--- config.mk ---
export PLATFORM = sky130hd
export DESIGN_NAME = ringRequester
export DESIGN_NICKNAME = d
export VERILOG_FILES = /design/src/verilog/ringPkg.sv /design/src/verilog/ringRequester.sv
export SDC_FILE = /design/constraint.sdc
export NUM_CORES = 1
export LEC_CHECK = 0
export BUFFER_PORTS_ARGS = -buffer_cell sky130_fd_sc_hd__buf_2
export CORE_AREA = 2 2 288 290
export DETAILED_ROUTE_END_ITERATION = 10
export DIE_AREA = 0 0 290 292
export GPL_ROUTABILITY_DRIVEN = 0
export GPL_TIMING_DRIVEN = 0
export SYNTH_ARGS = -nofsm -noshare
export SYNTH_HDL_FRONTEND = slang
export SYNTH_SLANG_ARGS = --single-unit
--- constraint.sdc ---
create_clock -name clock -period 2 [get_ports clock]
set_input_delay 0.4 -clock clock [delete_from_list [all_inputs] [get_ports clock]]
set_output_delay 0.4 -clock clock [all_outputs]
set_load 0.02 [all_outputs]
--- src/verilog/ringPkg.sv ---
// ring bus definitions
// slot layout, opcodes and response statuses, the tile's address
// regions and memory sizes, and the host-side command and response
package ringPkg;

	// one ring slot, 208 bits wide
	typedef struct packed
	{
		logic [15:0]	seq;	// origin node id in 15:8, tag in 7:0
		logic [15:0]	opm;	// opcode in 7:0
		logic [47:0]	addr;	// byte address
		logic [127:0]	data;	// one block
	} ringSlotT;

	// opm[7:0] opcodes
	localparam logic [7:0]	opmIdle	= 8'h00;
	localparam logic [7:0]	opmLdx	= 8'h11;	// block load
	localparam logic [7:0]	opmStx	= 8'h12;	// block store
	localparam logic [7:0]	opmOkLd	= 8'h40;	// load done
	localparam logic [7:0]	opmOkSt	= 8'h50;	// store done

	// status in opm[3:0] of a response
	localparam logic [3:0]	statOk		= 4'h0;
	localparam logic [3:0]	statBadAddr	= 4'hB;

	// where an address lands in the tile
	typedef enum logic [2:0]
	{
		regRom,
		regRam,
		regZero,
		regNop,
		regRts,
		regBad,
		regOther	// not ours, tile passes it on
	} regionT;

	// memory sizes in 128-bit blocks
	localparam int	romBlocks	= 32;
	localparam int	romIxW		= 5;
	localparam int	ramBlocks	= 64;
	localparam int	ramIxW		= 6;

	// fill page patterns
	localparam logic [127:0]	nopFill	= {8{16'h3000}};
	localparam logic [127:0]	rtsFill	= {8{16'h3010}};

	// requester node id on the ring
	localparam logic [7:0]	requesterId	= 8'h01;

	// command from the host into the requester
	typedef struct packed
	{
		logic			store;	// 1 for Stx, 0 for Ldx
		logic [47:0]	addr;
		logic [127:0]	data;	// store data
	} hostCmdT;

	// response from the requester back to the host
	typedef struct packed
	{
		logic [3:0]		status;
		logic [7:0]		tag;
		logic [127:0]	data;
	} hostRspT;

endpackage

--- src/verilog/ringRequester.sv ---
// host-side ring requester
// drops host load/store commands into free ring slots with a
// running tag, and pulls its own responses back off the ring
`timescale 1ns/10ps

module ringRequester
(
	input  logic				clock,
	input  logic				arstN,
	input  logic				cmdValid,
	output logic				cmdReady,
	input  ringPkg::hostCmdT	cmdIn,
	output logic				rspValid,
	output ringPkg::hostRspT	rspOut,
	input  ringPkg::ringSlotT	slotIn,
	output ringPkg::ringSlotT	slotOut
);

	logic				running;	// set on the first edge out of reset
	logic [7:0]			tagCount;
	logic				isResp;
	logic				isMine;
	logic				isIdle;
	logic				slotFree;
	logic				cmdTake;
	ringPkg::ringSlotT	cmdSlot;
	ringPkg::ringSlotT	nextSlot;

	// a response for us, by opcode class and origin node
	assign isResp	= (slotIn.opm[7:6] == 2'b01);
	assign isMine	= isResp && (slotIn.seq[15:8] == ringPkg::requesterId);
	assign isIdle	= (slotIn.opm[7:0] == ringPkg::opmIdle);
	assign slotFree	= isMine || isIdle;	// consumed slots count as free

	assign cmdReady	= running && slotFree;
	assign cmdTake	= cmdValid && cmdReady;

	always_comb
	begin
		cmdSlot				= '0;
		cmdSlot.seq			= {ringPkg::requesterId, tagCount};
		cmdSlot.opm[7:0]	= cmdIn.store ? ringPkg::opmStx : ringPkg::opmLdx;
		cmdSlot.addr		= cmdIn.addr;
		if (cmdIn.store)
			cmdSlot.data	= cmdIn.data;
	end

	always_comb
	begin
		nextSlot = slotIn;
		if (cmdTake)
			nextSlot = cmdSlot;
		else if (isMine)
			nextSlot = '0;	// leaves as idle
	end

	always_ff @(posedge clock or negedge arstN)
	begin
		if (!arstN)
		begin
			running		<= 1'b0;
			tagCount	<= 8'h00;
			rspValid	<= 1'b0;
			slotOut		<= '0;
		end
		else
		begin
			running		<= 1'b1;
			rspValid	<= isMine;
			slotOut		<= nextSlot;
			if (cmdTake)
				tagCount <= tagCount + 8'h01;
		end
	end

	// response payload, valid with rspValid
	always_ff @(posedge clock)
	begin
		if (isMine)
		begin
			rspOut.status	<= slotIn.opm[3:0];
			rspOut.tag		<= slotIn.seq[7:0];
			rspOut.data		<= slotIn.data;
		end
	end

endmodule

# ---- After elaboration in Yosys (flattened, before gate mapping)
# Cells that the tools add are included.
dict set report totals {
  out_inout_bits 350
  register_bits 358
  elab_cells 22
}
dict set report classes {
  eq_ne 2
  reduce_logical 5
  addsub 1
  muxes 4
}
# op count
set ops {}
lappend ops {{2-to-1 mux 208 bit} 2}
lappend ops {{2-to-1 mux 128 bit} 1}
lappend ops {{adder 8 x 1 -> 8 bit, second input constant} 1}
lappend ops {{equality test 8 x 1 -> 1 bit, second input constant} 1}
lappend ops {{zero test 8 bit} 1}
lappend ops {{logical AND 1 bit} 3}
lappend ops {{equality test 2 x 1 -> 1 bit, second input constant} 1}
lappend ops {{2-to-1 mux 2 bit} 1}
lappend ops {{logical OR 1 bit} 1}

# ---- Depth between registers and ports, before layout
dict set report depth {
  word_depth 6
  depth_mapped 7
  mapped_depth_nobuf 4
}

# ---- Least setup slack after synthesis
# OpenSTA, ideal clock, no wires.
dict set report synth_timing {
  kind {input port to flip-flop}
  start {in slotIn[202] (netlist bit)}
  end {reg rspOut[0] (netlist bit), enable pin}
  path_slack_ns -2.320
  stages 4
  arrival_time_ns 3.827
  setup_ns 0.493
  path_cell_list {nor4_2 -> nand3_2 -> clkbuf_1 -> inv_1}
}
dict set report synth_via {
  elab_chain_len 2
}
# element line_no
set synth_lines {}
lappend synth_lines {{start, declared} ringRequester.sv:15} ;# input ringPkg::ringSlotT slotIn,
lappend synth_lines {{equality test 8 x 1 -> 1 bit} ringRequester.sv:31} ;# assign isMine = isResp && (slotIn.seq[15:8] == ringPkg::requesterId);
lappend synth_lines {{logical AND 1 bit} ringRequester.sv:31}
lappend synth_lines {{net isMine} ringRequester.sv:22} ;# logic isMine;
lappend synth_lines {{end, declared} ringRequester.sv:14} ;# output ringPkg::hostRspT rspOut,
# The timed path passes the listed nets, and every way through them passes these cells.
# A chain may end at the register's enable or synchronous reset.

==> reports/results.txt <==
status: finished clean
delay-heaviest family, CP: buffers and inverters
PwrDens: 883.9 mW/mm²
Seq/Total Area, Yosys: 80.70%
Critical Path End: slotOut[16]
clk sinks: 358
all-layer global routing usage: 13.28%
Yosys cell types: 30
reg2reg end: slotOut[16]
non-filler instance count after layout: 2,713
Max clock buf depth: 3
minimum clock period: 1.852 ns
root buf cell: clkbuf_16
Crit Path Class: input port to flop
max cap viols: 0
Num CTS Buffers: 45
DR vias: 9,966
critical path required time: 2.47 ns
Core Area: 0.08158 mm²
DR vias/cell: 3.673
Worst-Margin Slew: 0.6122 ns
largest stage delay on the critical path: 0.33 ns
startpoint types: input port
die width: 290 µm
RR Startpoint: running
# IOs: 738
Pre-antenna DRT Iters: 4
Worst setup startpoint: slotIn[202]
R2R setup slack: 0.18 ns
largest net degree at the start of global routing: 80
worst-skew pair later-pin latency: 0.57 ns
HP Class: input port to flop
WP data arrival: 2.32 ns
DIE AREA: 0.08468 mm²
# setup viols final: 0
H-tree levels: 2
hpwl dp: 44,680 µm
share of layout cells above drive strength 1: 53.15%
final WL: 58,040 µm
DP Area: 0.01716 mm²
most frequent CP cell: buf_2
# placed instances: 2,465
Syn Nets: 1,041
Slew Limit Fails: 0
worst path cell trace: buf_2 > nor4_4 > nand3_4 > buf_4 > a211oi_2 > buf_6 > buf_2 > a22o_1
RSZ-0062 raised after global routing: false
Leakage: 9.288 nW
Reg2Reg Depth: 5
critical path depth: 8
Syn. warnings: 0
fin area: 0.02026 mm²
Final Cycle Share: 92.59%
clock-pin slew on the worst setup and hold paths: 0.06 ns
slowest CP cell: nor4_4
clk_skew: 0.02101 ns
gate count after technology mapping: 652
Worst IR Drop VDD: 587.7 µV
CTS tree: done
Avg Inst Size Synth: 18.36 µm²
row cnt: 105
cell area after synthesis: 0.01197 mm²
antenna violations before repair: 17
Yosys reg bits: 358
Bufs and invs on worst path: 4
post-DR wirelength/cell: 21.39 µm
Port-buffer cells: 737
Iter 0 DRT Violations: 365
antenna-violating nets left: 0
Final #Nets: 1,985
Slew headroom: 59.19%
CP max FO: 11
GR Overflow Total: 0
fmax: 0.5400 GHz
fill cell count: 8,520
first-pass GRT wire length: 79,980 µm
Worst Setup End Kind: flop
Initial Util: 14.67%
area delta synth->final: 69.31%
Post-route DRC: 0
Hold Vio Cnt, Final: 0
Die Ht: 292 µm
vias in the first global route: 10,750
synthesized netlist by cell type (all sizes together):
library cell	count	share of area (%)
a21oi	1	0.042
xor2	5	0.37
ha	1	0.10
or3	1	0.052
o21ai	1	0.042
nand4	1	0.052
a2111oi	4	0.33
nor4	3	0.21
a21o	2	0.13
edfxtp	140	35
nand3	1	0.084
nand2	11	0.34
o21a	1	0.063
a22o	184	13
inv	4	0.13
dfrtp	218	46
xnor2	2	0.15
and2	19	0.99
a21boi	1	0.063
a211oi	3	0.23
clkbuf	5	0.16
conb	1	0.031
and4bb	1	0.10
buf	40	2.0
nor2	1	0.031
mux2	1	0.094
metrics by stage:
step	hold WS (ns)	utilization [%]	setup slack (ns)	TNS [ns]	power, mW
after floorplan	0.1044	-	-1.395	-196.62	8.564
after detailed placement	0.3969	21.04	-0.7325	-123.57	9.553
after global routing	0.007909	24.83	0.03899	0	18.65
after global placement	0.4624	20.86	-4.090	-1404.76	9.532
final	0.04784	24.84	0.1483	0	17.91
after CTS	0.0004706	24.79	-0.06080	-0.07587	18.26
placed cells by master (no fill, tap or decap), drive strengths merged, types with 2 or more instances in the layout:
cell type	instances
a211oi	3
dfrtp	218
xnor2	2
bufinv	2
clkbuf	72
a2111oi	4
dlygate4sd3	153
a22o	184
diode	10
nor4	3
nand2	11
buf	783
xor2	5
clkinv	10
clkinvlp	2
edfxtp	140
inv	8
and2	19
a21o	2
sequential cells by signal, summed over array words and instances, names as in the netlist:
register,count
rspOut,140
tagCount,8
rspValid,1
running,1
slotOut,208
power breakdown:
group          leakage [nW]  total, mW  internal (mW)  switching, mW
registers              3.81       7.92           7.86         0.0645
logic                  4.74       1.71          0.788          0.926
clock network         0.736       8.27           4.87           3.40
total                  9.29       17.9           13.5           4.39
metal layers:
layer	routed length, µm	track usage, %	part of all wire [%]	vias to the layer above
met5	90	0	0.16	-
met3	4494	4.301	7.7	125
met2	28130	22.48	48	555
met1	22620	15.24	39	4862
met4	2704	6.148	4.7	14
li1	-	-	-	4410
how the worst min path moves through the flow:
stage | from | cells past startpoint | end | slack [ns]
detailed placement | arstN | 1 | slotOut[12] | 0.40
global route | slotIn[62] | 1 | rspOut[62] | 0.008
CTS | slotIn[121] | 1 | rspOut[121] | 0.0005
floorplan | arstN | 0 | rspValid | 0.10
global placement | tagCount[7] | 1 | tagCount[7] | 0.46
finish | slotIn[62] | 1 | rspOut[62] | 0.05
area by class of cell:
| type | count | area, µm² | share of cell area, % |
|---|---|---|---|
| sequential | 358 | 9659 | 47.67 |
| timing repair buffer | 897 | 5375 | 26.53 |
| multi-input combinational | 245 | 2056 | 10.14 |
| tap | 1070 | 1339 | 6.607 |
| clock buffer | 66 | 1318 | 6.502 |
| buffer | 45 | 291.5 | 1.439 |
| clock inverter | 18 | 182.7 | 0.9015 |
| antenna | 10 | 25.02 | 0.1235 |
| inverter | 4 | 18.77 | 0.09262 |
logic make-up after synthesis:
family / count (synthesis) / share of synthesized area, %
flops: 358 / 80.70
mux: 1 / 0.09408
buf+inv: 49 / 2.321
compound gates: 197 / 14.36
simple gates: 38 / 1.871
xor+xnor: 7 / 0.5122
other cells: 1 / 0.03133
fa+ha+maj: 1 / 0.1045
timing repair:
| action | in CTS | in global routing |
|---|---|---|
| setup endpoints to repair | 95 | 36 |
| pin swaps | 1 | 1 |
| setup buffers | 0 | 1 |
| resized for setup | 10 | 4 |
| hold buffers | 153 | 0 |
| endpoints found under the hold margin | 206 | 0 |
No activity file was read; power rests on OpenSTA's default activity.
